==> src/eth_mac_fifo_defines.svh <==
`ifndef ETH_MAC_FIFO_DEFINES_SVH
`define ETH_MAC_FIFO_DEFINES_SVH

// Byte lane width, shared by host streams and GMII
`define DATA_WIDTH 8

// Transmit buffer depth in bytes
// Holds one maximum frame so a whole frame can be gated
`define TX_FIFO_DEPTH 2048

// Receive buffer depth in bytes, small so overflow is reachable
`define RX_FIFO_DEPTH 256

// Bytes ahead of the FCS after padding
`define MIN_PAYLOAD 60

// Idle cycles after each transmitted frame
`define IFG_CYCLES 12

`endif
==> src/eth_mac_fifo_pkg.sv <==
`default_nettype none
`include "eth_mac_fifo_defines.svh"

package eth_mac_fifo_pkg;

    localparam logic [`DATA_WIDTH-1:0] PREAMBLE_BYTE = 8'h55;  // Repeated ahead of the SFD
    localparam logic [`DATA_WIDTH-1:0] SFD_BYTE      = 8'hD5;  // Start of frame delimiter
    localparam int                     PREAMBLE_LEN  = 7;      // Preamble bytes before SFD
    localparam int                     FCS_BYTES     = 4;      // CRC-32 trailer length

    localparam logic [31:0] CRC_POLY    = 32'hEDB88320;        // Reflected 802.3 polynomial
    localparam logic [31:0] CRC_INIT    = 32'hFFFFFFFF;        // Preset to all ones
    localparam logic [31:0] CRC_RESIDUE = 32'hDEBB20E3;        // Register after data plus FCS

    // One byte of the bit-serial reflected CRC, LSB of the byte first
    function automatic logic [31:0] crc32_step(
        input logic [31:0]            crc,
        input logic [`DATA_WIDTH-1:0] data
    );
        logic [31:0] c;

        c = crc ^ {{(32 - `DATA_WIDTH){1'b0}}, data};  // Fold byte into low bits
        for (int i = 0; i < `DATA_WIDTH; i++) begin
            c = c[0] ? ((c >> 1) ^ CRC_POLY) : (c >> 1);  // Shift out one bit
        end
        return c;
    endfunction

endpackage

`default_nettype wire

==> src/byte_stream_if.sv <==
`timescale 1ns/100ps
`default_nettype none
`include "eth_mac_fifo_defines.svh"

interface byte_stream_if;

    logic [`DATA_WIDTH-1:0] data;   // Payload byte
    logic                   valid;  // Byte present
    logic                   last;   // Final byte of a frame
    logic                   err;    // With last, drop the frame
    logic                   ready;  // Sink can take a byte

    modport source (
        output data,
        output valid,
        output last,
        output err,
        input  ready
    );

    modport sink (
        input  data,
        input  valid,
        input  last,
        input  err,
        output ready
    );

endinterface

`default_nettype wire

==> src/eth_tx_framer.sv <==
`timescale 1ns/100ps
`default_nettype none
`include "eth_mac_fifo_defines.svh"

module eth_tx_framer (
    input  wire                    clk_125,
    input  wire                    i_reset_n,
    byte_stream_if.sink            in_s,
    output logic [`DATA_WIDTH-1:0] gmii_txd,
    output logic                   gmii_tx_en
);

    import eth_mac_fifo_pkg::*;

    localparam int CNT_W = $clog2(`TX_FIFO_DEPTH) + 1;  // Counts payload bytes too

    localparam logic [2:0] ST_IDLE    = 3'd0;
    localparam logic [2:0] ST_PRE     = 3'd1;
    localparam logic [2:0] ST_SFD     = 3'd2;
    localparam logic [2:0] ST_PAYLOAD = 3'd3;
    localparam logic [2:0] ST_PAD     = 3'd4;
    localparam logic [2:0] ST_FCS     = 3'd5;
    localparam logic [2:0] ST_GAP     = 3'd6;

    logic [2:0]       state;
    logic [CNT_W-1:0] cnt;  // Byte index in the current phase
    logic [31:0]      crc;  // Running CRC over payload and pad

    assign in_s.ready = (state == ST_PAYLOAD);  // Whole frame buffered, so one byte per cycle

    // Phase sequencing and tx_en
    always_ff @(posedge clk_125) begin
        if (!i_reset_n) begin
            state      <= ST_IDLE;
            cnt        <= '0;
            gmii_tx_en <= 1'b0;
        end else begin
            case (state)
                ST_IDLE: begin
                    if (in_s.valid) begin
                        state      <= ST_PRE;
                        cnt        <= CNT_W'(1);  // First preamble byte goes out now
                        gmii_tx_en <= 1'b1;
                    end
                end
                ST_PRE: begin
                    cnt <= cnt + 1'b1;
                    if (cnt == CNT_W'(PREAMBLE_LEN - 1)) begin
                        state <= ST_SFD;
                    end
                end
                ST_SFD: begin
                    state <= ST_PAYLOAD;
                    cnt   <= '0;
                end
                ST_PAYLOAD: begin
                    if (in_s.valid) begin
                        cnt <= cnt + 1'b1;
                        if (in_s.last) begin
                            if (cnt >= CNT_W'(`MIN_PAYLOAD - 1)) begin
                                state <= ST_FCS;  // Long enough, no pad
                                cnt   <= '0;
                            end else begin
                                state <= ST_PAD;
                            end
                        end
                    end
                end
                ST_PAD: begin
                    cnt <= cnt + 1'b1;
                    if (cnt == CNT_W'(`MIN_PAYLOAD - 1)) begin
                        state <= ST_FCS;
                        cnt   <= '0;
                    end
                end
                ST_FCS: begin
                    cnt <= cnt + 1'b1;
                    if (cnt == CNT_W'(FCS_BYTES - 1)) begin
                        state <= ST_GAP;
                        cnt   <= '0;
                    end
                end
                ST_GAP: begin
                    gmii_tx_en <= 1'b0;
                    cnt        <= cnt + 1'b1;
                    if (cnt == CNT_W'(`IFG_CYCLES - 1)) begin
                        state <= ST_IDLE;
                        cnt   <= '0;
                    end
                end
                default: begin
                    state      <= ST_IDLE;
                    gmii_tx_en <= 1'b0;
                end
            endcase
        end
    end

    // Byte selection and CRC
    always_ff @(posedge clk_125) begin
        case (state)
            ST_IDLE: begin
                gmii_txd <= in_s.valid ? PREAMBLE_BYTE : '0;
            end
            ST_PRE: begin
                gmii_txd <= PREAMBLE_BYTE;
            end
            ST_SFD: begin
                gmii_txd <= SFD_BYTE;
                crc      <= CRC_INIT;  // Preset before the first payload byte
            end
            ST_PAYLOAD: begin
                if (in_s.valid) begin
                    gmii_txd <= in_s.data;
                    crc      <= crc32_step(crc, in_s.data);
                end
            end
            ST_PAD: begin
                gmii_txd <= '0;
                crc      <= crc32_step(crc, '0);  // Pad bytes are covered by the FCS
            end
            ST_FCS: begin
                gmii_txd <= ~crc[7:0];     // Complemented, low byte first
                crc      <= crc >> 8;
            end
            default: begin
                gmii_txd <= '0;
            end
        endcase
    end

endmodule

`default_nettype wire

==> src/flat_wrapper.sv <==
// flat-port wrapper written by rule: the top's interface ports become plain ports
module eth_tx_framer_flat import eth_mac_fifo_pkg::*;
  (clk_125, i_reset_n, gmii_txd, gmii_tx_en, in_s_data, in_s_valid, in_s_last, in_s_err, in_s_ready);
  byte_stream_if in_s_i ();
  input  wire clk_125;
  input  wire i_reset_n;
  output logic [`DATA_WIDTH-1:0] gmii_txd;
  output logic gmii_tx_en;
  input wire logic [$bits(in_s_i.data)-1:0] in_s_data;
  input wire logic [$bits(in_s_i.valid)-1:0] in_s_valid;
  input wire logic [$bits(in_s_i.last)-1:0] in_s_last;
  input wire logic [$bits(in_s_i.err)-1:0] in_s_err;
  output wire logic [$bits(in_s_i.ready)-1:0] in_s_ready;
  assign in_s_i.data = in_s_data;
  assign in_s_i.valid = in_s_valid;
  assign in_s_i.last = in_s_last;
  assign in_s_i.err = in_s_err;
  assign in_s_ready = in_s_i.ready;
  eth_tx_framer u_core (.clk_125(clk_125), .i_reset_n(i_reset_n), .in_s(in_s_i), .gmii_txd(gmii_txd), .gmii_tx_en(gmii_tx_en));
endmodule
==> config.mk <==
export PLATFORM = sky130hd
export DESIGN_NAME = eth_tx_framer_flat
export DESIGN_NICKNAME = d
export VERILOG_FILES = /design/src/eth_mac_fifo_pkg.sv /design/src/byte_stream_if.sv /design/src/eth_tx_framer.sv /design/src/flat_wrapper.sv
export VERILOG_INCLUDE_DIRS = /design/src
export SDC_FILE = /design/constraint.sdc
export NUM_CORES = 1
export LEC_CHECK = 0
export BUFFER_PORTS_ARGS = -buffer_cell sky130_fd_sc_hd__buf_2
export CAP_MARGIN = 15
export CORE_UTILIZATION = 35
export DETAILED_ROUTE_END_ITERATION = 8
export SETUP_SLACK_MARGIN = 0.4
export SLEW_MARGIN = 20
export SYNTH_ARGS = -nofsm -noshare
export SYNTH_HDL_FRONTEND = slang
export SYNTH_SLANG_ARGS = --single-unit
==> constraint.sdc <==
create_clock -name clk_125 -period 3.2 [get_ports clk_125]
set_input_delay 0.64 -clock clk_125 [delete_from_list [all_inputs] [get_ports clk_125]]
set_output_delay 0.64 -clock clk_125 [all_outputs]
set_load 0.03 [all_outputs]
* Word level (Yosys, flattened, before mapping) *
Index checks and enable logic that the tools add are counted.

word-level totals
  flip-flop bits (word level) = 56
  input bits = 13
  output and inout port bits = 10
  word-level logic and storage cells = 91

cells by class
  $add $sub $neg = 1
  order comparisons = 1
  equal/unequal tests = 17
  mux-type cells = 40
  bitwise gates (word level) = 19
  reductions and logical operators = 8

operators with widths
  operator                                                                              number
  32-bit two-way mux                                                                    17
  13-bit inverter with 14-bit output                                                    16
  32-bit one-hot mux with 4 select lines                                                1
  12-bit two-way mux                                                                    7
  12-bit one-hot mux with 7 select lines                                                1
  8-bit one-hot mux with 5 select lines                                                 1
  32-bit by 8-bit XOR with 32-bit output                                                1
  3-bit two-way mux                                                                     7
  3-bit one-hot mux with 7 select lines                                                 1
  12-bit by 1-bit adder with 12-bit output, second input constant                       1
  12-bit by 2-bit equality test with 1-bit output, second input constant                1
  12-bit by 3-bit equality test with 1-bit output, second input constant                1
  12-bit by 4-bit equality test with 1-bit output, second input constant                1
  12-bit by 6-bit equality test with 1-bit output, second input constant                1
  12-bit by 6-bit greater-or-equal comparator with 1-bit output, second input constant  1
  3-bit equality test, second input constant                                            3
  8-bit two-way mux                                                                     1
  2-bit by 1-bit inequality test with 1-bit output, second input constant               4
  8-bit inverter                                                                        1
  7-bit two-way mux                                                                     1
  7-bit AND reduction                                                                   1
  7-bit nonzero test                                                                    1
  3-bit by 2-bit equality test with 1-bit output, second input constant                 2
  2-bit inequality test, second input constant                                          3
  9 further kinds                                                                       11

* Logic depth before layout (Yosys ltp) *
  depth after elaboration = 19
  depth in mapped cells = 8

* Worst setup path after synthesis *
Ideal clock, no wire load.

  kind = reg-to-reg
  start = register u_core.state[0]
  end = register u_core.crc[0], enable pin
  library setup time = 389 ps
  arrival time = 1937 ps
  data required time = 2811 ps
  path slack = 874 ps
  stages on the path, launching flop included = 7
  path buffers = 3
  path through = dfxtp_1 -> buf_6 -> inv_1 -> clkbuf_1 -> clkbuf_1 -> o21ai_0 -> nand2_1

between the ends
  word-level cells in the longest chain between the ends = 3

ends and longest elaborated chain
  what                                                                                   RTL line              text
  start, declared                                                                        eth_tx_framer.sv:25   logic [2:0] state;
  start signal, assigned                                                                 eth_tx_framer.sv:34   state <= ST_IDLE;
  start signal, assigned                                                                 eth_tx_framer.sv:41   state <= ST_PRE;
  start signal, assigned                                                                 eth_tx_framer.sv:49   state <= ST_SFD;
  3-bit by 2-bit equality test with 1-bit output or 3-bit equality test (tied branches)  eth_tx_framer.sv:101  case (state)
  4-bit nonzero test (no source line) or 2-bit inequality test (tied branches)           n/a
  2-bit AND reduction (no source line) (*)                                               n/a
  end signal, assigned                                                                   eth_tx_framer.sv:115  crc <= crc32_step(crc, in_s.data);
  end signal, assigned                                                                   eth_tx_framer.sv:120  crc <= crc32_step(crc, '0);
  end signal, assigned                                                                   eth_tx_framer.sv:124  crc <= crc >> 8;
  end, declared                                                                          eth_tx_framer.sv:27   logic [31:0] crc;

Every way passes the cells marked *; elsewhere a longest branch is shown, timed or not.
A chain may end at the register's enable or synchronous reset.

* Worst setup path after layout *
  start = register u_core.state[0]
  end = output in_s_ready

between the ends
  word-level cells in the longest chain between the ends = 1

ends and longest elaborated chain
  what                                            RTL line             text
  3-bit by 2-bit equality test with 1-bit output  eth_tx_framer.sv:29  assign in_s.ready = (state == ST_PAYLOAD);
  end, declared                                   flat_wrapper.sv:13   output wire logic [$bits(in_s_i.ready)-1:0] in_s_ready;

Every way passes these cells.

==> flow_summary.ini <==
[grt]
grt_max_degree = 41
gr-total-overflow = 0
grt_pass1_vias = 3252
grt_pass1_wl_mm = 17.24
grt_usage = 0.1732
antenna_found_initial = 0

[worst_hold_path]
hold_path_depth = 2
worstHoldStart = u_core.cnt[11]
min_path_type = reg2reg
holdPathEnd = u_core.cnt[11]

[cts]
cts_max_path_buffers = 2
clock_latency_ns = 0.29
cts_hold_buf = 0
htree_levels = 2
cts_resized = 0
cts_made_buffers = 5
clkSlewWorstSetupHoldPaths_ns = 0.08
cts_setup_buffers = 0
cts_root_buf = clkbuf_16
cts_sinks = 56
cts_tree = done

[power]
cellInternalPower_uw = 1348
power.share.clock = 0.276
finalPower_uw = 1993
switching_share = 0.3234
peakVddDrop_mv = 0.1891
p_comb_frac = 0.301
power_density_nw_per_um2 = 426.5
switching_power_uw = 644.5
p_leak_uw = 0.001502
p_seq_frac = 0.424

[detailed_routing]
drt_pass1_iterations = 7
routed_wl_mm = 10.56
wl_per_cell_um = 17.00
vias = 3371
drc = 0
drtIter0Drc = 193
viasPerCell = 5.428
ant_nets = 0

[worst_setup_path]
cp.arrival_ns = 1.88
end_kind = output pin
crit_type = reg2out
worst-path-max-fanout = 18
r2r-start = u_core.crc[0]
reg2regPathDepth = 5
start_kind = register
crit_required_ns = 2.56
r2r_slack_ns = 0.70
timing.rr.end = u_core.crc[17]

[timing]
maxSlewHeadroom = 0.5449
min_period_ns = 2.521
grt_setup_unrepaired = no
tns_ns = 0
fin_crit_sh = 0.7879
drv_slew = 0
whs_ns = 0.5167
hold_viol_final = 0
fin_skew_ns = 0.01079
clock.fmax_ghz = 0.3966
worst_pin_slew_ns = 0.6810
setup_violations = 0

[die]
io_pins = 23
die_width_um = 113.0
design.core.area_um2 = 12010
die_height_um = 113.0
die_area_um2 = 12780
start_util = 0.3593
row_count = 40

[synth]
synth_edf_count = 40
ys_seq_area_frac = 0.3526
ys_async_sr_fraction = 0
synth_area_um2 = 4315
syn_nets = 478
syn_area_per_cell_um2 = 9.320
ys.flop_type = edfxtp_1
syn_inst = 463
yosys_warnings = 0
ys_ff_latch = 56
synth_cell_types = 49

[flow_run]
cap_violations = 0

[outcome]
status = complete, no violations

[placed_design]
placedCellCount = 613
place_congestion = 0.8694
placed_area_um2 = 4532
hpwl_mm = 7.259
io_buffers = 21

[finish]
drive_gt1_frac = 0.1266
diodes = 0
nNetsFinal = 488
fin_cells = 621
design_area_um2 = 4672
syn_to_final_growth_pct = 8.263
-- cells in the mapped netlist (2+ instances only) --
cell type  number  area share
nor2_1         45       0.039
inv_1           7      0.0061
mux2i_1         3      0.0070
nand3_1        19       0.022
or3_1           2      0.0029
nand4_1         4      0.0058
ha_1            2      0.0058
and2_1          3      0.0043
o22ai_1        18       0.026
nand2b_1        3      0.0043
buf_6           6       0.016
xor2_4          5       0.032
nand2_1        34       0.030
a22oi_1        14       0.024
a21oi_1        25       0.029
nor3_1          4      0.0046
o21ai_0        43       0.050
a31oi_1         2      0.0029
o211ai_1        3      0.0052
buf_4           2      0.0035
a211o_1         2      0.0041
a32oi_1         4      0.0081
xnor2_2         8       0.030
xor2_1         22       0.045
dfxtp_1        16       0.074
xnor2_1        78        0.16
nor2b_1         4      0.0058
edfxtp_1       40        0.28
buf_2           4      0.0046
clkbuf_1       20       0.017
nor4b_1         3      0.0061
-- registers in the layout, indices dropped and copies added (netlist names) --
name / cells
u_core.state: 3
u_core.cnt: 12
u_core.gmii_txd: 8
u_core.gmii_tx_en: 1
u_core.crc: 32
-- layout make-up --
| type | instances | area [µm²] |
|---|---|---|
| clock buffer | 6 | 128.9 |
| clock inverter | 2 | 11.26 |
| fill | 1204 | 7340 |
| inverter | 8 | 30.03 |
| multi-input combinational | 367 | 2586 |
| sequential | 56 | 1521 |
| tap | 147 | 183.9 |
| timing repair buffer | 35 | 210.2 |
-- how the worst max path moves through the flow --
stage | start | to | slack, ns | depth (start not counted)
after floorplan | u_core.state[0] | u_core.crc[0] | 0.87 | 6
after global placement | in_s_data[3] | u_core.crc[19] | 0.68 | 7
after detailed placement | in_s_data[3] | u_core.crc[19] | 0.66 | 7
after CTS | u_core.state[0] | in_s_ready | 0.67 | 3
after global routing | u_core.state[0] | in_s_ready | 0.56 | 3
final | u_core.state[0] | in_s_ready | 0.68 | 3
-- cells in the final DEF, fill, tap and decap left out, types with 3 or more instances in the layout --
cell type	instances
edfxtp_1	40
xor2_4	5
and2_1	3
buf_2	21
nand2b_1	3
a22oi_1	14
nor2b_1	4
xnor2_1	78
inv_1	7
nand3_1	19
nor3_1	4
mux2i_1	3
nand4_1	4
nor2_1	45
a21oi_1	25
o211ai_1	3
a32oi_1	4
buf_4	14
o21ai_0	43
xor2_1	22
nand2_1	34
clkbuf_16	5
nor4b_1	3
o22ai_1	18
xnor2_2	8
dfxtp_1	16
-- through the flow --
step | setup slack, ns | util
2_1_floorplan | 0.8739 | -
3_3_place_gp | 0.6814 | 0.3773
3_5_place_dp | 0.6628 | 0.3773
4_1_cts | 0.6734 | 0.3890
5_1_grt | 0.5556 | 0.3890
6_report | 0.6788 | 0.3890
-- logic make-up after synthesis --
kind of cell / count (synthesis) / synth area share
AO/OA/AOI/OAI: 120 / 0.1685
multiplexers: 4 / 0.009568
flip-flops: 56 / 0.3526
buffers and inverters: 40 / 0.04813
XOR/XNOR: 117 / 0.2859
adder cells (fa/ha/maj): 2 / 0.005798
AND/OR/NAND/NOR: 124 / 0.1296
-- layer usage --
metal | GRT usage | up-vias | wire [µm]
met4 | 0.04649 | 0 | 112
met3 | 0.02571 | 9 | 401
met2 | 0.2933 | 63 | 5203
li1 | - | 1649 | -
met5 | 0 | - | 0
met1 | 0.2304 | 1650 | 4838
-- worst max-delay path, stage by stage, from the launching register on --
cell and delay, ns:
dfxtp_1 0.68, nand2_1 0.31, clkinv_1 0.32, buf_2 0.27
-- power groups by stage --
stage               sequential, µW  combinational (µW)  clock [µW]
finish                         844                 600         549
global route                   848                 655         588
CTS                            844                 599         567
detailed placement             860                 595           0
global placement               859                 584           0
floorplan                      871                 448           0
(Power assumes the default switching activity.)
