## src/eth_mac_fifo_defines.svh

```systemverilog
`ifndef ETH_MAC_FIFO_DEFINES_SVH
`define ETH_MAC_FIFO_DEFINES_SVH

// Byte lane width, shared by host streams and GMII
`define DATA_WIDTH 8

// Transmit buffer depth in bytes
// Holds one maximum frame so a whole frame can be gated
`define TX_FIFO_DEPTH 2048

// Receive buffer depth in bytes, small so overflow is reachable
`define RX_FIFO_DEPTH 256

// Bytes ahead of the FCS after padding
`define MIN_PAYLOAD 60

// Idle cycles after each transmitted frame
`define IFG_CYCLES 12

`endif
```

## src/byte_stream_if.sv

```systemverilog
`timescale 1ns/100ps
`default_nettype none
`include "eth_mac_fifo_defines.svh"

interface byte_stream_if;

    logic [`DATA_WIDTH-1:0] data;   // Payload byte
    logic                   valid;  // Byte present
    logic                   last;   // Final byte of a frame
    logic                   err;    // With last, drop the frame
    logic                   ready;  // Sink can take a byte

    modport source (
        output data,
        output valid,
        output last,
        output err,
        input  ready
    );

    modport sink (
        input  data,
        input  valid,
        input  last,
        input  err,
        output ready
    );

endinterface

`default_nettype wire

```

## src/packet_fifo.sv

```systemverilog
`timescale 1ns/100ps
`default_nettype none
`include "eth_mac_fifo_defines.svh"

module packet_fifo #(
    parameter int DEPTH        = 256,   // Bytes, power of two
    parameter bit DROP_ON_FULL = 1'b0   // Writer cannot stall, so a full write loses the frame
) (
    input wire            clk_125,
    input wire            i_reset_n,
    byte_stream_if.sink   wr_s,
    byte_stream_if.source rd_s
);

    localparam int AW = $clog2(DEPTH);

    logic [`DATA_WIDTH:0] mem [DEPTH];  // {last, data}

    logic [AW:0] wr_ptr;       // Next write slot, wrap bit on top
    logic [AW:0] commit_ptr;   // End of last good frame, read side limit
    logic [AW:0] rd_ptr;       // Next slot to fetch into the output register
    logic        commit_pend;  // Good last written, commit on next edge
    logic        ovf;          // Current frame lost a byte

    logic full;
    logic wr_fire;
    logic lost;
    logic end_frame;
    logic bad;
    logic avail;
    logic load;

    // Full when pointers match apart from the wrap bit
    assign full = (wr_ptr[AW] != rd_ptr[AW]) && (wr_ptr[AW-1:0] == rd_ptr[AW-1:0]);

    assign wr_s.ready = !full;
    assign wr_fire    = wr_s.valid && wr_s.ready;
    assign lost       = DROP_ON_FULL && wr_s.valid && full;  // Byte dropped on the floor
    assign end_frame  = wr_s.last && (wr_fire || lost);      // Frame boundary seen
    assign bad        = wr_s.err || ovf || lost;             // Frame must be rolled back

    always_ff @(posedge clk_125) begin
        if (wr_fire) begin
            mem[wr_ptr[AW-1:0]] <= {wr_s.last, wr_s.data};
        end
    end

    // Write pointer with commit and rollback
    always_ff @(posedge clk_125) begin
        if (!i_reset_n) begin
            wr_ptr      <= '0;
            commit_ptr  <= '0;
            commit_pend <= 1'b0;
            ovf         <= 1'b0;
        end else begin
            if (commit_pend) begin
                commit_ptr <= wr_ptr;  // Frame end becomes visible to the reader
            end
            commit_pend <= end_frame && !bad;
            if (end_frame) begin
                ovf <= 1'b0;
                if (bad) begin
                    // A pending commit means this frame began at wr_ptr
                    wr_ptr <= commit_pend ? wr_ptr : commit_ptr;
                end else begin
                    wr_ptr <= wr_ptr + 1'b1;
                end
            end else begin
                if (lost) begin
                    ovf <= 1'b1;  // Remember until the frame ends
                end
                if (wr_fire) begin
                    wr_ptr <= wr_ptr + 1'b1;
                end
            end
        end
    end

    // Only committed bytes are fetched, so the reader never sees a partial frame
    assign avail = (rd_ptr != commit_ptr);
    assign load  = avail && (!rd_s.valid || rd_s.ready);

    always_ff @(posedge clk_125) begin
        if (!i_reset_n) begin
            rd_ptr     <= '0;
            rd_s.valid <= 1'b0;
        end else begin
            if (load) begin
                rd_ptr     <= rd_ptr + 1'b1;
                rd_s.valid <= 1'b1;
            end else if (rd_s.ready) begin
                rd_s.valid <= 1'b0;  // Output register drained
            end
        end
    end

    always_ff @(posedge clk_125) begin
        if (load) begin
            {rd_s.last, rd_s.data} <= mem[rd_ptr[AW-1:0]];
        end
    end

    assign rd_s.err = 1'b0;  // Bad frames never leave the buffer

endmodule

`default_nettype wire

```

## src/flat_wrapper.sv

```systemverilog
// flat-port wrapper written by rule: the top's interface ports become plain ports
module packet_fifo_flat 
#(
    parameter int DEPTH        = 256,                         
    parameter bit DROP_ON_FULL = 1'b0                                                          
)
  (clk_125, i_reset_n, wr_s_data, wr_s_valid, wr_s_last, wr_s_err, wr_s_ready, rd_s_data, rd_s_valid, rd_s_last, rd_s_err, rd_s_ready);
  byte_stream_if wr_s_i ();
  byte_stream_if rd_s_i ();
  input wire clk_125;
  input wire i_reset_n;
  input wire logic [$bits(wr_s_i.data)-1:0] wr_s_data;
  input wire logic [$bits(wr_s_i.valid)-1:0] wr_s_valid;
  input wire logic [$bits(wr_s_i.last)-1:0] wr_s_last;
  input wire logic [$bits(wr_s_i.err)-1:0] wr_s_err;
  output wire logic [$bits(wr_s_i.ready)-1:0] wr_s_ready;
  output wire logic [$bits(rd_s_i.data)-1:0] rd_s_data;
  output wire logic [$bits(rd_s_i.valid)-1:0] rd_s_valid;
  output wire logic [$bits(rd_s_i.last)-1:0] rd_s_last;
  output wire logic [$bits(rd_s_i.err)-1:0] rd_s_err;
  input wire logic [$bits(rd_s_i.ready)-1:0] rd_s_ready;
  assign wr_s_i.data = wr_s_data;
  assign wr_s_i.valid = wr_s_valid;
  assign wr_s_i.last = wr_s_last;
  assign wr_s_i.err = wr_s_err;
  assign wr_s_ready = wr_s_i.ready;
  assign rd_s_data = rd_s_i.data;
  assign rd_s_valid = rd_s_i.valid;
  assign rd_s_last = rd_s_i.last;
  assign rd_s_err = rd_s_i.err;
  assign rd_s_i.ready = rd_s_ready;
  packet_fifo #(.DEPTH(DEPTH), .DROP_ON_FULL(DROP_ON_FULL)) u_core (.clk_125(clk_125), .i_reset_n(i_reset_n), .wr_s(wr_s_i), .rd_s(rd_s_i));
endmodule
```

## config.mk

```make
export PLATFORM = sky130hd
export DESIGN_NAME = packet_fifo_flat
export DESIGN_NICKNAME = d
export VERILOG_FILES = /design/src/byte_stream_if.sv /design/src/packet_fifo.sv /design/src/flat_wrapper.sv
export VERILOG_INCLUDE_DIRS = /design/src
export SDC_FILE = /design/constraint.sdc
export NUM_CORES = 2
export LEC_CHECK = 0
export BUFFER_PORTS_ARGS = -buffer_cell sky130_fd_sc_hd__buf_2
export CORE_MARGIN = 4
export CORE_UTILIZATION = 25
export CTS_BUF_LIST = sky130_fd_sc_hd__clkbuf_8 sky130_fd_sc_hd__clkbuf_16
export DETAILED_ROUTE_END_ITERATION = 10
export PLACE_DENSITY = 0.43
export SYNTH_ARGS = -nofsm -noshare
export SYNTH_HDL_FRONTEND = slang
export SYNTH_SLANG_ARGS = --single-unit
```

## constraint.sdc

```tcl
create_clock -name clk_125 -period 2.6 [get_ports clk_125]
set_input_delay 0.26 -clock clk_125 [delete_from_list [all_inputs] [get_ports clk_125]]
set_output_delay 0.26 -clock clk_125 [all_outputs]
set_load 0.1 [all_outputs]
```

# After elaboration in Yosys (flattened, before gate mapping)
# Memories as Yosys holds them, arrays and structs flattened. A register that Yosys moved wholly into a read port is not among the register bits.
# Index checks and enable logic that the tools add are counted.
# word_totals
ram_bits	2304
regBits	29
word_cells	30
memories	1
in_bits	14
output_inout_bits	12
# op_classes
reduce_logical	11
n_mux	8
add_sub_neg	2
n_eq_ne	3
# memory_table
name	depth	width	read_ports	rd_ports_with_merged_regs	wr	line_no	text
u_core.mem	256	9	1	1	1	packet_fifo.sv:17	logic [`DATA_WIDTH:0] mem [DEPTH];
# op_table
cell	n
2-to-1 mux 9 bit	4
adder 9 x 1 -> 9 bit (second input constant)	2
!= test 9 bit	1
== test 8 bit	1
logical AND 1 bit	5
2-to-1 mux 1 bit	4
nonzero test 2 bit	2
logical NOT 1 bit	3
logical OR 1 bit	1
!= test 1 bit	1

# Logic depth before layout (Yosys ltp)
# depth
ltp_word	6
depth_mapped	12
mapped_depth_nobuf	7

# Worst setup path after synthesis
# Ideal clock, no wire load.
# synth_path
path_kind	reg-to-reg
from	reg u_core.rd_ptr[0]
to	mem u_core.mem[100][0] (netlist bit) (enable)
path_stages_with_launch	9
t_arrival_ns	2.247
setup_ns	0.374
n_path_buf	3
required_time_ns	2.226
period_less_slack_ns	2.621
slack_ns	-0.021
path_cell_list	dfxtp_1 buf_6 xor2_1 nor4_1 a31oi_2 clkbuf_1 nand3_1 clkbuf_1 nor2_1
# synth_via
elab_chain_cells	6
# synth_rtl
item	line_no	text
start: declaration	packet_fifo.sv:21	logic [AW:0] rd_ptr;
start signal: assignment	packet_fifo.sv:89	rd_ptr <= rd_ptr + 1'b1;
== test 8 bit	packet_fifo.sv:34	assign full = (wr_ptr[AW] != rd_ptr[AW]) && (wr_ptr[AW-1:0] == rd_ptr[AW-1:0]);
logical AND 1 bit	packet_fifo.sv:34	
logical NOT 1 bit	packet_fifo.sv:36	assign wr_s.ready = !full;
logical AND 1 bit	packet_fifo.sv:37	assign wr_fire = wr_s.valid && wr_s.ready;
2-to-1 mux 1 bit	packet_fifo.sv:43	if (wr_fire) begin
2-to-1 mux 1 bit (implied by the code)	packet_fifo.sv:44	mem[wr_ptr[AW-1:0]] <= {wr_s.last, wr_s.data};
end: declaration	packet_fifo.sv:17	
# Every way passes these cells.

# Final worst setup path
# layout_path
from	reg u_core.rd_ptr[0]
to	reg u_core.rd_s.data[2], read port of u_core.mem (data pin)
# layout_via
elab_chain_cells	2
# layout_rtl
item	line_no	text
!= test 9 bit	packet_fifo.sv:80	assign avail = (rd_ptr != commit_ptr);
logical AND 1 bit	packet_fifo.sv:81	assign load = avail && (!rd_s.valid || rd_s.ready);
end: declaration	byte_stream_if.sv:14	output data,
# Parallel ways exist; a longest one is shown, timed or not.
# A chain may end at the register's enable or synchronous reset.

==> out/qor.json <==
{
  "result_of_the_run": {"value": "finished, violations left"},
  "violations_in_the_final_reports": {"value": "negative setup slack"},
  "yosys.area_share.simple": {"value": 2.587, "unit": "%"},
  "floorplan_die_height": {"value": 612.8, "unit": "um"},
  "clk_latency": {"value": 0.92, "unit": "ns"},
  "worst_slew_pin_slew": {"value": 1.031, "unit": "ns"},
  "synthAdderAreaFrac": {"value": 0.06841, "unit": "%"},
  "report.final.hold_viol_count": {"value": 0},
  "clk_root_buffer_cell": {"value": "sky130_fd_sc_hd__clkbuf_16"},
  "synth.avg_cell_area": {"value": 20.59, "unit": "um2"},
  "synth_compound_gate_area_share": {"value": 3.724, "unit": "%"},
  "crit_share_post_route": {"value": 124.8, "unit": "%"},
  "vdd_drop_max": {"value": 0.0004531, "unit": "V"},
  "synth.cell_area": {"value": 91450, "unit": "um2"},
  "kind_of_end_point_of_the_critical_path": {"value": "flip-flop"},
  "worstHoldPathType": {"value": "in2reg"},
  "synth_xor_xnor_area_share": {"value": 0.2586, "unit": "%"},
  "seq_area_frac_synth": {"value": 76.59, "unit": "%"},
  "clock-skew-final": {"value": 0.04251, "unit": "ns"},
  "die_x": {"value": 612.8, "unit": "um"},
  "grt_setup_unrepaired": {"value": "true"},
  "dp_hpwl": {"value": 209200, "unit": "um"},
  "tritoncts": {"value": "yes"},
  "grt_max_degree": {"value": 113},
  "drt_iter0_drc": {"value": 5449},
  "core": {"value": 363300, "unit": "um2"},
  "static_power_due_to_leakage": {"value": 38.69, "unit": "nW"},
  "initial_standard_cell_utilization_of_the_core": {"value": 25.17, "unit": "%"},
  "crit_path_start_kind": {"value": "flip-flop"},
  "synth_top_cell_area_share": {"value": 75.95, "unit": "%"},
  "final_design_area_no_fill": {"value": 120600, "unit": "um2"},
  "dominant_combinational_cell_family_by_area_after_synthesis": {"value": "multiplexers"},
  "port_buffers": {"value": 24},
  "async_reset_ff_share": {"value": 0, "unit": "%"},
  "power_density": {"value": 749.9, "unit": "nW/um2"},
  "synth.distinct_cells": {"value": 74},
  "critical_path_required": {"value": 3.23, "unit": "ns"},
  "post-route-drc-count": {"value": 0},
  "postSynthRegisterBits": {"value": 2342},
  "place_area": {"value": 105600, "unit": "um2"},
  "synthTopCellsByCount": {"value": "sky130_fd_sc_hd__edfxtp_1, sky130_fd_sc_hd__mux4_2, sky130_fd_sc_hd__nor2_1"},
  "nets": {"value": 5748},
  "final_max_slew_viol_count": {"value": 0},
  "cts.path.max_buffers": {"value": 4},
  "worst_slack": {"value": -0.6438, "unit": "ns"},
  "maxCapViolCount": {"value": 0},
  "path_clk_slew": {"value": 0.06, "unit": "ns"},
  "clock.fmax": {"value": 308.3, "unit": "MHz"},
  "synth-edff-count": {"value": 2313},
  "synth_warnings": {"value": 0},
  "post_synth_inst_count": {"value": 4441},
  "cts_htree_levels": {"value": 5},
  "grt_pass1_wl": {"value": 442200, "unit": "um"},
  "drt_pre_antenna_iters": {"value": 7},
  "worst-endpoint-arrival": {"value": 3.88, "unit": "ns"},
  "synth.most_common_cell": {"value": "sky130_fd_sc_hd__edfxtp_1"},
  "number_of_global_route_vias_before_repair": {"value": 51986},
  "final.min_clock_period": {"value": 3.244, "unit": "ns"},
  "std_cell_rows": {"value": 221},
  "maxSlewHeadroom": {"value": 31.26, "unit": "%"},
  "numClockSinks": {"value": 2342},
  "fin_tns_setup": {"value": -837.01, "unit": "ns"},
  "gr-usage-all-layers": {"value": 16.86, "unit": "%"},
  "timing.setup.critical_path_class": {"value": "reg2reg"},
  "postSynthNetCount": {"value": 4460},
  "synth_area_leaders": {"value": "sky130_fd_sc_hd__edfxtp_1, sky130_fd_sc_hd__mux4_2, sky130_fd_sc_hd__mux2i_1"},
  "layout-area-overhead-vs-synth": {"value": 31.92, "unit": "%"},
  "post_route_cells_drive_above_1_share": {"value": 41.35, "unit": "%"},
  "final_weighted_congestion_of_routability_driven_global_placement": {"value": 0.8339},
  "post-layout-total-power": {"value": 0.09047, "unit": "W"},
  "io_pins": {"value": 26},
  "postRouteWirelength": {"value": 325000, "unit": "um"},
  "drtAntennaViolNets": {"value": 0},
  "post_drt_via_cell_ratio": {"value": 4.779},
  "antenna_found_initial": {"value": 16},
  "routedWlPerCell": {"value": 30.29, "unit": "um"},
  "dieArea": {"value": 375500, "unit": "um2"},
  "r2r_setup_slack": {"value": -0.64, "unit": "ns"},
  "grt-ovfl-total": {"value": 0},
  "synth_top_cell_by_area": {"value": "sky130_fd_sc_hd__edfxtp_1"},
  "muxShareOfSynthArea": {"value": 14.82, "unit": "%"},
  "dominantRegCellSynth": {"value": "sky130_fd_sc_hd__edfxtp_1"},
  "detailroute.via_count": {"value": 51278},
  "critical_path_peak_fanout": {"value": 6},
  "cts_inserted_buffers": {"value": 273},
  "finalSetupViolCount": {"value": 2324}
}
[path summary, 6_finish.rpt]
path,start,cells after the start,to
setup / recovery,u_core.rd_ptr[0],12,u_core.rd_s.data[2]
hold / removal,wr_s_data[0],2,u_core.mem[235][0]
setup reg to reg,u_core.rd_ptr[0],12,u_core.rd_s.data[2]
hold reg to reg,u_core.commit_ptr[0],2,u_core.commit_ptr[0]
[power by group]
group          leakage (nW)  total, W  switching [W]  internal [W]
sequential             21.0    0.0418       0.000185        0.0416
clock                  4.39    0.0368         0.0159        0.0209
combinational          13.3    0.0119        0.00642       0.00545
[layout make-up]
cell class | instances | area (um2)
multi-input cells | 1820 | 21990
clock inverters | 200 | 1645
clock buffers | 278 | 6934
inverters | 9 | 37.54
diodes | 3 | 7.507
flip-flops and latches | 2342 | 70060
fillers | 34766 | 242700
repair buffers | 1283 | 13970
well taps | 4794 | 5998
[through the flow]
stage / std cells / utilization [%] / setup slack [ns] / hold WS, ns
finish: 10729 / 33.20 / -0.6438 / 0.2001
global placement: 10013 / 29.05 / -1.279 / 0.5073
floorplan: 4441 / - / -0.02133 / 0.3366
detailed placement: 10013 / 29.05 / -1.162 / 0.5134
CTS: 10663 / 32.83 / -0.6122 / 0.1607
global route: 10727 / 33.20 / -0.6915 / 0.1833
[cell families after synthesis]
kind of cell,count (synthesis)
compound gates,481
simple gates,563
other cells,1
flops,2342
mux,743
xor+xnor,27
fa+ha+maj,5
buf+inv,279
[layout by cell type, fill, tap and decap left out, drive strengths merged, types with 7 or more instances in the layout]
| cell | n |
|---|---|
| mux4 | 482 |
| a22oi | 90 |
| nor2 | 326 |
| xor2 | 20 |
| a211oi | 21 |
| nor2b | 19 |
| o211ai | 15 |
| a31oi | 10 |
| nand3 | 47 |
| clkbuf | 278 |
| a221oi | 64 |
| nor3 | 15 |
| a22o | 11 |
| xnor2 | 7 |
| buf | 1264 |
| o221ai | 23 |
| nand2 | 112 |
| o22ai | 26 |
| edfxtp | 2313 |
| dfxtp | 29 |
| bufinv | 13 |
| clkinvlp | 7 |
| and3 | 7 |
| inv | 75 |
| o21ai | 58 |
| nand4 | 11 |
| dlygate4sd3 | 13 |
| a21oi | 113 |
| mux2i | 259 |
| clkinv | 114 |
[layer usage]
layer	track usage [%]	routed length, um	vias to the layer above
met5	0	34	-
met4	4.682	8672	6
met3	2.684	18730	396
met2	27.21	154500	1737
met1	23.53	143100	27963
li1	-	-	21176
[sequential cells by signal, indices dropped and copies added (netlist names)]
name / cells
u_core.rd_s.last: 1
u_core.rd_ptr: 9
u_core.mem: 2304
u_core.wr_ptr: 9
u_core.commit_pend: 1
u_core.commit_ptr: 9
u_core.rd_s.valid: 1
u_core.rd_s.data: 8
[critical path, stage by stage, from the launching register on]
cell and delay (ns):
sky130_fd_sc_hd__dfxtp_4 0.38, sky130_fd_sc_hd__buf_12 0.14, sky130_fd_sc_hd__buf_12 0.15, sky130_fd_sc_hd__buf_12 0.15, sky130_fd_sc_hd__buf_12 0.11, sky130_fd_sc_hd__buf_8 0.09, sky130_fd_sc_hd__mux4_2 0.54, sky130_fd_sc_hd__a222oi_1 0.61
sky130_fd_sc_hd__buf_4 0.23, sky130_fd_sc_hd__o211ai_1 0.10, sky130_fd_sc_hd__a21oi_1 0.16, sky130_fd_sc_hd__buf_4 0.17, sky130_fd_sc_hd__o32ai_2 0.08
[repair_timing]
item | CTS | global route
endpoints found under the setup margin | 2323 | 2322
setup buffers | 71 | 58
cloned | 96 | 22
endpoints found under the hold margin | 435 | 0
hold buffers | 13 | 0
pin swaps | 143 | 64
gates resized for setup | 862 | 262
(Power assumes the default switching activity.)
