==> src/eth_mac_fifo_defines.svh <==
`ifndef ETH_MAC_FIFO_DEFINES_SVH
`define ETH_MAC_FIFO_DEFINES_SVH

// Byte lane width, shared by host streams and GMII
`define DATA_WIDTH 8

// Transmit buffer depth in bytes
// Holds one maximum frame so a whole frame can be gated
`define TX_FIFO_DEPTH 2048

// Receive buffer depth in bytes, small so overflow is reachable
`define RX_FIFO_DEPTH 256

// Bytes ahead of the FCS after padding
`define MIN_PAYLOAD 60

// Idle cycles after each transmitted frame
`define IFG_CYCLES 12

`endif
==> src/eth_mac_fifo_pkg.sv <==
`default_nettype none
`include "eth_mac_fifo_defines.svh"

package eth_mac_fifo_pkg;

    localparam logic [`DATA_WIDTH-1:0] PREAMBLE_BYTE = 8'h55;  // Repeated ahead of the SFD
    localparam logic [`DATA_WIDTH-1:0] SFD_BYTE      = 8'hD5;  // Start of frame delimiter
    localparam int                     PREAMBLE_LEN  = 7;      // Preamble bytes before SFD
    localparam int                     FCS_BYTES     = 4;      // CRC-32 trailer length

    localparam logic [31:0] CRC_POLY    = 32'hEDB88320;        // Reflected 802.3 polynomial
    localparam logic [31:0] CRC_INIT    = 32'hFFFFFFFF;        // Preset to all ones
    localparam logic [31:0] CRC_RESIDUE = 32'hDEBB20E3;        // Register after data plus FCS

    // One byte of the bit-serial reflected CRC, LSB of the byte first
    function automatic logic [31:0] crc32_step(
        input logic [31:0]            crc,
        input logic [`DATA_WIDTH-1:0] data
    );
        logic [31:0] c;

        c = crc ^ {{(32 - `DATA_WIDTH){1'b0}}, data};  // Fold byte into low bits
        for (int i = 0; i < `DATA_WIDTH; i++) begin
            c = c[0] ? ((c >> 1) ^ CRC_POLY) : (c >> 1);  // Shift out one bit
        end
        return c;
    endfunction

endpackage

`default_nettype wire

==> src/byte_stream_if.sv <==
`timescale 1ns/100ps
`default_nettype none
`include "eth_mac_fifo_defines.svh"

interface byte_stream_if;

    logic [`DATA_WIDTH-1:0] data;   // Payload byte
    logic                   valid;  // Byte present
    logic                   last;   // Final byte of a frame
    logic                   err;    // With last, drop the frame
    logic                   ready;  // Sink can take a byte

    modport source (
        output data,
        output valid,
        output last,
        output err,
        input  ready
    );

    modport sink (
        input  data,
        input  valid,
        input  last,
        input  err,
        output ready
    );

endinterface

`default_nettype wire

==> src/eth_rx_parser.sv <==
`timescale 1ns/100ps
`default_nettype none
`include "eth_mac_fifo_defines.svh"

module eth_rx_parser (
    input  wire                   clk_125,
    input  wire                   i_reset_n,
    input  wire [`DATA_WIDTH-1:0] gmii_rxd,
    input  wire                   gmii_rx_dv,
    byte_stream_if.source         out_s
);

    import eth_mac_fifo_pkg::*;

    // FCS bytes plus the held byte whose last flag is still open
    localparam int LINE_LEN  = FCS_BYTES + 1;
    localparam int MIN_FRAME = `MIN_PAYLOAD + FCS_BYTES;  // Runt limit, FCS included
    localparam int FILL_W    = $clog2(LINE_LEN + 1);
    localparam int LEN_W     = $clog2(MIN_FRAME + 1);

    localparam logic [1:0] ST_HUNT = 2'd0;  // Preamble, waiting for SFD
    localparam logic [1:0] ST_DATA = 2'd1;  // Frame body
    localparam logic [1:0] ST_SKIP = 2'd2;  // Junk before SFD, wait for dv low

    logic [1:0]             state;
    logic [`DATA_WIDTH-1:0] dly [LINE_LEN];  // dly[0] newest
    logic [FILL_W-1:0]      fill;            // Bytes held in the line
    logic [LEN_W-1:0]       len;             // Frame bytes, saturates at MIN_FRAME
    logic [31:0]            crc;             // Runs over data and FCS
    logic                   line_full;

    assign line_full = (fill == FILL_W'(LINE_LEN));

    // Frame tracking and output strobes, ready is not looked at
    always_ff @(posedge clk_125) begin
        if (!i_reset_n) begin
            state       <= ST_HUNT;
            fill        <= '0;
            len         <= '0;
            out_s.valid <= 1'b0;
            out_s.last  <= 1'b0;
            out_s.err   <= 1'b0;
        end else begin
            out_s.valid <= 1'b0;
            case (state)
                ST_HUNT: begin
                    fill <= '0;
                    len  <= '0;
                    if (gmii_rx_dv) begin
                        if (gmii_rxd == SFD_BYTE) begin
                            state <= ST_DATA;
                        end else if (gmii_rxd != PREAMBLE_BYTE) begin
                            state <= ST_SKIP;  // Not a preamble, ignore this burst
                        end
                    end
                end
                ST_DATA: begin
                    if (gmii_rx_dv) begin
                        if (!line_full) begin
                            fill <= fill + 1'b1;
                        end
                        if (len != LEN_W'(MIN_FRAME)) begin
                            len <= len + 1'b1;
                        end
                        if (line_full) begin
                            out_s.valid <= 1'b1;  // Oldest byte has more than FCS behind it
                            out_s.last  <= 1'b0;
                            out_s.err   <= 1'b0;
                        end
                    end else begin
                        state <= ST_HUNT;
                        if (line_full) begin
                            out_s.valid <= 1'b1;  // Held byte is the final payload byte
                            out_s.last  <= 1'b1;
                            out_s.err   <= (crc != CRC_RESIDUE) || (len != LEN_W'(MIN_FRAME));
                        end
                    end
                end
                ST_SKIP: begin
                    if (!gmii_rx_dv) begin
                        state <= ST_HUNT;
                    end
                end
                default: begin
                    state <= ST_HUNT;
                end
            endcase
        end
    end

    // Delay line, CRC and output byte
    always_ff @(posedge clk_125) begin
        if (state != ST_DATA) begin
            crc <= CRC_INIT;
        end else if (gmii_rx_dv) begin
            crc    <= crc32_step(crc, gmii_rxd);
            dly[0] <= gmii_rxd;
            for (int i = 1; i < LINE_LEN; i++) begin
                dly[i] <= dly[i-1];
            end
        end
        if ((state == ST_DATA) && line_full) begin
            out_s.data <= dly[LINE_LEN-1];  // Oldest byte, read before the shift
        end
    end

endmodule

`default_nettype wire

==> src/flat_wrapper.sv <==
// flat-port wrapper written by rule: the top's interface ports become plain ports
module eth_rx_parser_flat import eth_mac_fifo_pkg::*;
  (clk_125, i_reset_n, gmii_rxd, gmii_rx_dv, out_s_data, out_s_valid, out_s_last, out_s_err, out_s_ready);
  byte_stream_if out_s_i ();
  input  wire clk_125;
  input  wire i_reset_n;
  input  wire [`DATA_WIDTH-1:0] gmii_rxd;
  input  wire gmii_rx_dv;
  output wire logic [$bits(out_s_i.data)-1:0] out_s_data;
  output wire logic [$bits(out_s_i.valid)-1:0] out_s_valid;
  output wire logic [$bits(out_s_i.last)-1:0] out_s_last;
  output wire logic [$bits(out_s_i.err)-1:0] out_s_err;
  input wire logic [$bits(out_s_i.ready)-1:0] out_s_ready;
  assign out_s_data = out_s_i.data;
  assign out_s_valid = out_s_i.valid;
  assign out_s_last = out_s_i.last;
  assign out_s_err = out_s_i.err;
  assign out_s_i.ready = out_s_ready;
  eth_rx_parser u_core (.clk_125(clk_125), .i_reset_n(i_reset_n), .gmii_rxd(gmii_rxd), .gmii_rx_dv(gmii_rx_dv), .out_s(out_s_i));
endmodule
==> config.mk <==
export PLATFORM = sky130hd
export DESIGN_NAME = eth_rx_parser_flat
export DESIGN_NICKNAME = d
export VERILOG_FILES = /design/src/eth_mac_fifo_pkg.sv /design/src/byte_stream_if.sv /design/src/eth_rx_parser.sv /design/src/flat_wrapper.sv
export VERILOG_INCLUDE_DIRS = /design/src
export SDC_FILE = /design/constraint.sdc
export NUM_CORES = 1
export LEC_CHECK = 0
export BUFFER_PORTS_ARGS = -buffer_cell sky130_fd_sc_hd__buf_2
export CAP_MARGIN = 15
export CELL_PAD_IN_SITES_DETAIL_PLACEMENT = 2
export CELL_PAD_IN_SITES_GLOBAL_PLACEMENT = 2
export CORE_MARGIN = 1.5
export CORE_UTILIZATION = 44
export CTS_BUF_LIST = sky130_fd_sc_hd__clkbuf_4 sky130_fd_sc_hd__clkbuf_8
export DETAILED_ROUTE_END_ITERATION = 10
export GPL_ROUTABILITY_DRIVEN = 0
export GPL_TIMING_DRIVEN = 0
export HOLD_SLACK_MARGIN = 0.02
export PLACE_DENSITY_LB_ADDON = 0.12
export SLEW_MARGIN = 20
export SYNTH_ARGS = -nofsm -noshare
export SYNTH_HDL_FRONTEND = slang
export SYNTH_SLANG_ARGS = --single-unit
==> constraint.sdc <==
create_clock -name clk_125 -period 2.37 [get_ports clk_125]
set_clock_uncertainty 0.05 [all_clocks]
set_input_delay 0.3555 -clock clk_125 [delete_from_list [all_inputs] [get_ports clk_125]]
set_output_delay 0.3555 -clock clk_125 [all_outputs]
set_load 0.05 [all_outputs]
* Word level (Yosys, flattened, before mapping)
Memories as Yosys holds them, arrays and structs flattened. A register that Yosys moved wholly into a read port is not among the register bits.
Cells that the tools add are included.
** Word-level totals
- Memory bits (writable) :: 40
- Memories :: 1
- Flip-flop bits (word level) :: 47
- Bits of input ports :: 12
- Word-level logic and storage cells :: 71
** Memory list
- u_core.dly :: words 5, width 8, rd ports 5, clocked after Yosys merged registers in 1, wr ports 5, line eth_rx_parser.sv:26 : logic [`DATA_WIDTH-1:0] dly [LINE_LEN];
** Operators by class
- Bitwise gates (word level) :: 9
- Reductions and logical operators :: 10
- Equality and inequality tests :: 14
- Add/sub/neg operators :: 2
- Multiplexer cells :: 28
** Operators with widths (number)
- $mux W32 :: 8
- $not A13 Y14 :: 8
- $ne A32 B32 Y1 const B :: 1
- $xor A32 B8 Y32 :: 1
- $mux W7 :: 2
- $pmux W7 S2 :: 1
- $mux W1 :: 9
- $reduce_and A3 Y1 :: 3
- $eq A8 B8 Y1 const B :: 1
- $mux W2 :: 4
- $ne A2 B2 Y1 const B :: 4
- $ne A8 B7 Y1 const B :: 1
- $add A7 B1 Y7 const B :: 1
- $ne A7 B7 Y1 const B :: 1
- $mux W3 :: 2
- $pmux W3 S2 :: 1
- $ne A2 B1 Y1 const B :: 2
- $pmux W2 S2 :: 1
- $reduce_and A2 Y1 :: 2
- $add A3 B1 Y3 const B :: 1
- $eq A3 B3 Y1 const B :: 1
- $ne A3 B1 Y1 const B :: 1
- $eq A2 B1 Y1 const B :: 1
- $eq A2 B2 Y1 const B :: 1
- 5 further kinds :: 5

* Depth between registers and ports, before layout
Gate-level depths: netlist of run 1.
- Depth in word-level cells :: 17
- Mapped depth :: 7
- Gate-level depth less buffers :: 7

* Worst setup path before layout of run 1
OpenSTA, ideal clock, no wires.
- Path type :: input to register
- From :: input port gmii_rxd[5]
- To :: register u_core.crc[22]
- Setup time :: 0.079 ns
- Data required time :: 2.241 ns
- Arrival :: 1.909 ns
- Cell stages on the path :: 5
- Setup slack :: 0.331 ns
- Path buffers :: 0
- Cells stage by stage :: xnor2_1 -> xnor3_1 -> xnor3_1 -> xor2_1 -> o211ai_1
** Between the ends
- Word-level cells in the longest chain between the ends :: 10
** RTL lines
- start, declared :: line flat_wrapper.sv:7 : input wire [`DATA_WIDTH-1:0] gmii_rxd;
- $xor A32 B8 Y32 * :: line eth_mac_fifo_pkg.sv:22 : c = crc ^ {{(32 - `DATA_WIDTH){1'b0}}, data};
- $mux W32 * (6 in series) :: line eth_mac_fifo_pkg.sv:24 : c = c[0] ? ((c >> 1) ^ CRC_POLY) : (c >> 1);
- $not A13 Y14 (no source line)
- $mux W32 * (2 in series) :: line eth_mac_fifo_pkg.sv:24
- end signal, assigned :: line eth_rx_parser.sv:96 : crc <= crc32_step(crc, gmii_rxd);
- end, declared :: line eth_rx_parser.sv:29 : logic [31:0] crc;
Every way passes the cells marked *; elsewhere a longest branch is shown, timed or not.
A chain may end at the register's enable or synchronous reset.

* Worst setup path after layout of run 1
- From :: register u_core.crc[1]
- To :: register u_core.crc[23]
** Between the ends
- Word-level cells in the longest chain between the ends :: 13
** RTL lines (line)
- $xor A32 B8 Y32 * :: eth_mac_fifo_pkg.sv:22
- $mux W32 * (3 in series) :: eth_mac_fifo_pkg.sv:24
- $not A13 Y14 (no source line)
- $mux W32 * :: eth_mac_fifo_pkg.sv:24
- $not A13 Y14 (no source line)
- $mux W32 * (2 in series) :: eth_mac_fifo_pkg.sv:24
- $not A13 Y14 (no source line)
- $mux W32 * :: eth_mac_fifo_pkg.sv:24
- $not A13 Y14 (no source line)
- $mux W32 * :: eth_mac_fifo_pkg.sv:24
Marks and branches as above.

==> impl_results.md, run 1 <==
- Worst hold path class: in -> reg
- Placed Area: 0.00439 mm2
- Part of the power in registers: 0.541
- Sw frac: 0.275
- Starting density of the core: 0.451
- Min-Delay Path Depth: 1
- Final core utilization: 0.505
- Worst vdd ir: 0.358 mV
- Post-Route WL: 10900 um
- Slew headroom: 0.438
- Initial antenna violation count: 0
- Finished Layout Cells: 488
- Clk_lat worst skew: 0.37 ns
- CP Capture Type: flip-flop
- DRC: 0
- CP required: 2.62 ns
- Share of cells above drive strength 1: 0.146
- Core area: 0.00920 mm2
- First-pass GRT wire length: 17300 um
- Fill count: 912
- Antenna-violating nets left: 0
- CP max-delay cell: xnor3_1
- RSZ-0062 raised after global routing: false
- Hold Buf Count CTS: 0
- Largest net degree at the start of global routing: 41
- # IOs: 23
- CP cell instances: xor2_4 -> xnor3_1 -> xnor2_2 -> xnor3_1 -> o211ai_2
- GRT Overall Usage: 0.238
- H-tree depth: 3
- Worst Tran Pin Value: 0.841 ns
- Worst Hold Launch: gmii_rxd[3]
- Number of global-route vias before repair: 2953
- Ant diodes: 0
- CTS Sinks: 95
- Outcome: complete, no violations
- Cell mode on critical path: xnor3_1
- R2r setup slk: 0.04 ns
- Cell variety after synth: 37
- Post-Syn Area per Cell: 12.2 um2
- Fin crit period: 2.33 ns
- Mapped Cells: 340
- Die Y-Extent: 100 um
- Layout Nets: 390
- Internal: 2.30 mW
- Pleak: 1.68 nW
- # Post-CTS Setup Buffers: 0
- Net Sw Power: 0.873 mW
- Std-Cell Rows: 35
- Total die area: 0.0100 mm2
- Post-CTS sizing: 3
- WP buf/inv: 0
- Reg2Reg Depth: 5
- Crit path largest cell delay: 0.55 ns
- Placed cell count: 472
- Post-synthesis register bit count: 95
- Number of synthesis warnings: 0
- Reg clk slew, reported paths: 0.10 ns
- CP Launch Type: flip-flop
- Reg-to-Reg Start: u_core.crc[1]
- Pins Over Slew Limit: 0
- Post-Syn Nets: 358
- Die Wd: 100 um
- Dpl ws: -0.414 ns
- Final HPWL DP: 7960 um
- Area grow syn2layout: 11.9%
- Final Setup Violations: 0
- TritonCTS clock tree: built
- Max Fanout on Critical Path: 7
- Cts bufs inserted: 9
- Port Buffers: 21
- Overall power: 3.17 mW
- Post-DR wirelength/cell: 22.3 um
- Gate power share: 0.122
- Clk pwr share: 0.337
- Post-route cell area: 0.00464 mm2
- R2r endpoint: u_core.crc[23]
- Final WS setup: 0.0429 ns
- TritonRoute pass-1 iters: 4
- Sequential share of the synthesized area: 0.575
- Final hold vios: 0
- Post-synth design cell area: 0.00415 mm2
- Hold Path End: u_core.dly[0][3]
- DR vias: 2637
- Tcrit/Tclk final: 0.982
- WP data arrival: 2.58 ns
- Bufs on Longest Clock Path: 2
- Via/cell ratio: 5.40
- Clock root buffer: clkbuf_8
- First DRT Iteration DRCs: 67
- CP Class: reg -> reg
- Fmax: 430 MHz
- Power Dens Cells: 683 mW/mm2
- Max Cap Viol: 0
- Congestion Overflow GR: 0
- Crit path max-delay family: XOR/XNOR gates
state kept, by name, summed over array words and instances, names as in the netlist:
signal,flops
u_core.out_s.data,8
u_core.crc,32
u_core.out_s.last,1
u_core.fill,3
u_core.state,2
u_core.dly,40
u_core.out_s.err,1
u_core.out_s.valid,1
u_core.len,7
through the flow:
stage	setup TNS [ns]	hold WS [ns]
after CTS	-0.0299	0.167
after floorplan	0	0.350
after detailed placement	-2.24	0.356
after global placement	-1.40	0.351
after global routing	0	0.161
final	0	0.173
synth_stat cells:
library cell	n	share of area
edfxtp_1	48	0.35
dfxtp_1	47	0.23
nor2_1	40	0.036
xnor2_1	38	0.080
nand2_1	29	0.026
xor2_1	19	0.040
o21ai_0	18	0.022
inv_1	12	0.011
clkbuf_1	10	0.0091
a21oi_1	9	0.011
o211ai_1	8	0.014
xnor3_1	8	0.043
ha_1	6	0.018
nand4_1	6	0.0091
xnor2_2	5	0.020
nor2b_1	4	0.0060
nor4_1	4	0.0060
a211o_1	3	0.0063
nand3b_1	3	0.0054
nand4b_1	3	0.0063
nand2b_1	2	0.0030
o211ai_2	2	0.0060
xor2_2	2	0.0078
a211oi_1	1	0.0018
a2bb2oi_1	1	0.0021
a41oi_1	1	0.0021
and2_1	1	0.0015
mux2i_1	1	0.0024
nand3_1	1	0.0012
nand4bb_1	1	0.0027
nor4bb_1	1	0.0024
o21ai_1	1	0.0012
o221a_2	1	0.0027
o41ai_1	1	0.0021
or4bb_1	1	0.0027
xnor2_4	1	0.0066
xor2_4	1	0.0066
routing by layer:
metal	vias to the layer above	global-route usage	share of wire
met5	-	0	0
met4	0	0.0628	0.017
met3	11	0.0494	0.022
met2	41	0.465	0.57
met1	1347	0.259	0.39
li1	1238	-	-
area by class of cell:
| cell class | count | area (um2) | share of cell area |
|---|---|---|---|
| multi-input combinational | 223 | 1730 | 0.374 |
| clock buffer | 9 | 124 | 0.0267 |
| inverter | 12 | 45.0 | 0.00970 |
| timing repair buffer | 21 | 105 | 0.0226 |
| sequential | 95 | 2380 | 0.513 |
| clock inverter | 7 | 73.8 | 0.0159 |
| tap | 111 | 139 | 0.0299 |
| buffer | 10 | 37.5 | 0.00809 |
layout by cell type, fill, tap and decap left out, types with 6 or more instances in the layout:
master / synthesis / layout
inv_1: 12 / 11
buf_2: 0 / 21
nand4_1: 6 / 6
edfxtp_1: 48 / 48
clkbuf_8: 0 / 9
a21oi_1: 9 / 9
xor2_1: 19 / 19
o21ai_0: 18 / 18
nand2_1: 29 / 29
o211ai_1: 8 / 8
xnor2_1: 38 / 34
xnor3_1: 8 / 8
xnor2_2: 5 / 8
dfxtp_1: 47 / 46
clkbuf_1: 10 / 10
ha_1: 6 / 6
nor2_1: 40 / 40
power by group through the flow:
stage	registers (mW)	clock network (mW)	logic [mW]
6_report	1.71	1.07	0.387
5_1_grt	1.71	1.16	0.417
4_1_cts	1.71	1.09	0.386
3_5_place_dp	1.75	0	0.375
3_3_place_gp	1.75	0	0.359
2_1_floorplan	1.75	0	0.280
kinds of logic after synthesis:
family                     synth area share
DFF                                   0.575
AOI/OAI and AO/OA                    0.0715
and+or+nand+nor                       0.109
xor gates and xnor gates              0.205
muxes                               0.00241
adders and majority gates            0.0181
buffers and inverters                0.0199
worst max path at each step:
stage / from / to / depth (start not counted)
CTS: u_core.crc[0] / u_core.crc[23] / 5
floorplan: gmii_rxd[5] / u_core.crc[22] / 5
global route: u_core.crc[1] / u_core.crc[23] / 5
detailed placement: gmii_rxd[5] / u_core.crc[22] / 6
finish: u_core.crc[1] / u_core.crc[23] / 5
global placement: gmii_rxd[5] / u_core.crc[19] / 6
Note: power is estimated with default switching activity, not from simulation.
==> inputs of run 2 (changes only) <==
CELL_PAD_IN_SITES_DETAIL_PLACEMENT = 1   (was 2)
CELL_PAD_IN_SITES_GLOBAL_PLACEMENT = 1   (was 2)
CORE_UTILIZATION = 51   (was 44)
clock period = 2.23 ns   (was 2.37 ns; I/O delays follow)
==> impl_results.md, run 2 (same netlist as run 1, synthesis figures left out) <==
- Outcome: complete, no violations (unchanged)
- DRC: 0 (unchanged)
- Sw frac: 0.265 (was 0.275)
- CP Capture Type: flip-flop (unchanged)
- Core area: 0.00781 mm2 (was 0.00920 mm2)
- CP required: 2.42 ns (was 2.62 ns)
- First-pass GRT wire length: 15100 um (was 17300 um)
- Via/cell ratio: 5.42 (was 5.40)
- Worst Tran Pin Value: 0.807 ns (was 0.841 ns)
- # IOs: 23 (unchanged)
- Internal: 2.46 mW (was 2.30 mW)
- CTS Sinks: 95 (unchanged)
- Overall power: 3.36 mW (was 3.17 mW)
- GRT met1 Usage: 0.320 (was 0.259)
- Port Buffers: 21 (unchanged)
- CP Launch Type: flip-flop (unchanged)
- Setup_tns: 0 ns (unchanged)
- Gate power share: 0.123 (was 0.122)
- Most common cell after layout, fill and taps aside: edfxtp_1 (unchanged)
- GRT Overall Usage: 0.239 (was 0.238)
- TritonCTS clock tree: built (unchanged)
- Fin crit period: 2.14 ns (was 2.33 ns)
- Antenna-violating nets left: 0 (unchanged)
- Fill count: 807 (was 912)
- DR vias: 2636 (was 2637)
- Initial antenna violation count: 0 (unchanged)
- Clk_lat worst skew: 0.37 ns (about the same)
- Bufs on Longest Clock Path: 2 (unchanged)
- Ant diodes: 0 (unchanged)
- Cts bufs inserted: 9 (unchanged)
- Worst hold path class: in -> reg (unchanged)
- Grt met2 use: 0.380 (was 0.465)
- TritonRoute pass-1 iters: 4 (unchanged)
- Worst vdd ir: 0.363 mV (was 0.358 mV)
- Hold Buf Count CTS: 0 (unchanged)
- Largest net degree at the start of global routing: 41 (unchanged)
- Pleak: 1.71 nW (was 1.68 nW)
- Tcrit/Tclk final: 0.960 (was 0.982)
- Final hold vios: 0 (unchanged)
- Final HPWL DP: 6400 um (was 7960 um)
- Slew headroom: 0.461 (was 0.438)
- Clock root buffer: clkbuf_8 (unchanged)
- Fmax: 467 MHz (was 430 MHz)
- Area grow syn2layout: 13.6% (was 11.9%)
- Reg2Reg Depth: 5 (unchanged)
- Global Route met3 Usage: 0.0561 (was 0.0494)
- Number of global-route vias before repair: 2800 (was 2953)
- Post-Route WL: 9370 um (was 10900 um)
- Reg clk slew, reported paths: 0.11 ns (was 0.10 ns)
- Most frequent cells in the layout: edfxtp_1, dfxtp_1, nor2_1 (unchanged)
- CP Class: reg -> reg (unchanged)
- Net Sw Power: 0.890 mW (was 0.873 mW)
- Top flop regs: u_core.dly (40), u_core.crc (32), u_core.out_s.data (8) (unchanged)
- Starting density of the core: 0.531 (was 0.451)
- Most flops, register: u_core.dly (unchanged)
- Die Wd: 93.2 um (was 100 um)
- WP data arrival: 2.33 ns (was 2.58 ns)
- Max reg flops: 40 (unchanged)
- Layout Nets: 397 (was 390)
- FF/Latch Area: 0.00238 mm2 (unchanged)
- Congestion Overflow GR: 0 (unchanged)
- Part of the power in registers: 0.543 (was 0.541)
- H-tree depth: 3 (unchanged)
- Max Cap Viol: 0 (unchanged)
- Max Fanout on Critical Path: 4 (was 7)
- Std-Cell Rows: 32 (was 35)
- Power Dens Cells: 712 mW/mm2 (was 683 mW/mm2)
- Post-DR wirelength/cell: 19.3 um (was 22.3 um)
- Min-Delay Path Depth: 1 (unchanged)
- Clk pwr share: 0.334 (was 0.337)
- Total die area: 0.00868 mm2 (was 0.0100 mm2)
- Share of cells above drive strength 1: 0.164 (was 0.146)
- First DRT Iteration DRCs: 118 (was 67)
- Multi-input gate area: 0.00177 mm2 (was 0.00173 mm2)
- Die Y-Extent: 93.2 um (was 100 um)
- Layer with the highest usage: met2 (unchanged)
- Final Setup Violations: 0 (unchanged)
- Pins Over Slew Limit: 0 (unchanged)
run 2: layout make-up:
type                       instances  area share
timing repair buffer              28      0.0335
buffer                            10     0.00797
sequential                        95       0.506
clock inverter                     6      0.0114
inverter                          12     0.00956
clock buffer                      10      0.0292
tap                              102      0.0271
multi-input combinational        223       0.375
run 2: power by group through the flow:
stage / clock, mW / combinational, mW / sequential (mW)
3_3_place_gp: 0 / 0.375 / 1.86
5_1_grt: 1.21 / 0.442 / 1.82
3_5_place_dp: 0 / 0.387 / 1.86
2_1_floorplan: 0 / 0.298 / 1.86
6_report: 1.12 / 0.414 / 1.82
4_1_cts: 1.13 / 0.397 / 1.82
run 2: path summary, 6_finish.rpt:
kind         slack [ns]        startpoint              endpoint
max                0.09     u_core.crc[5]        u_core.crc[22]
min                0.18       gmii_rxd[4]      u_core.dly[0][4]
max reg2reg        0.09     u_core.crc[5]        u_core.crc[22]
min reg2reg        0.37  u_core.dly[4][6]  u_core.out_s.data[6]
run 2: critical path: stages (launching register included):
cell	delay, ns
dfxtp_1	0.48
xnor2_4	0.19
xnor3_2	0.58
xnor3_1	0.42
xor2_1	0.20
o211ai_1	0.10
run 2: per-layer routing:
metal / vias to the layer above / wire [um]
met1: 1319 / 4430
met4: 0 / 164
met3: 12 / 259
li1: 1259 / -
met2: 46 / 4520
met5: - / 0
run 2: what timing repair did:
item / 4_1_cts / 5_1_grt
gates resized for setup: 7 / 4
pin swaps: 1 / 3
buffers inserted: 0 / 7
endpoints found under the setup margin: 9 / 4
run 2: metrics by stage:
step / utilization / hold slack [ns] / instances / setup slack (ns) / instance area [um2]
floorplan: - / 0.350 / 340 / 0.211 / 4150
global placement: 0.561 / 0.352 / 463 / -0.453 / 4380
detailed placement: 0.561 / 0.356 / 463 / -0.462 / 4380
CTS: 0.592 / 0.144 / 479 / -0.00807 / 4620
global route: 0.604 / 0.155 / 486 / -0.000258 / 4710
finish: 0.604 / 0.185 / 486 / 0.0895 / 4710
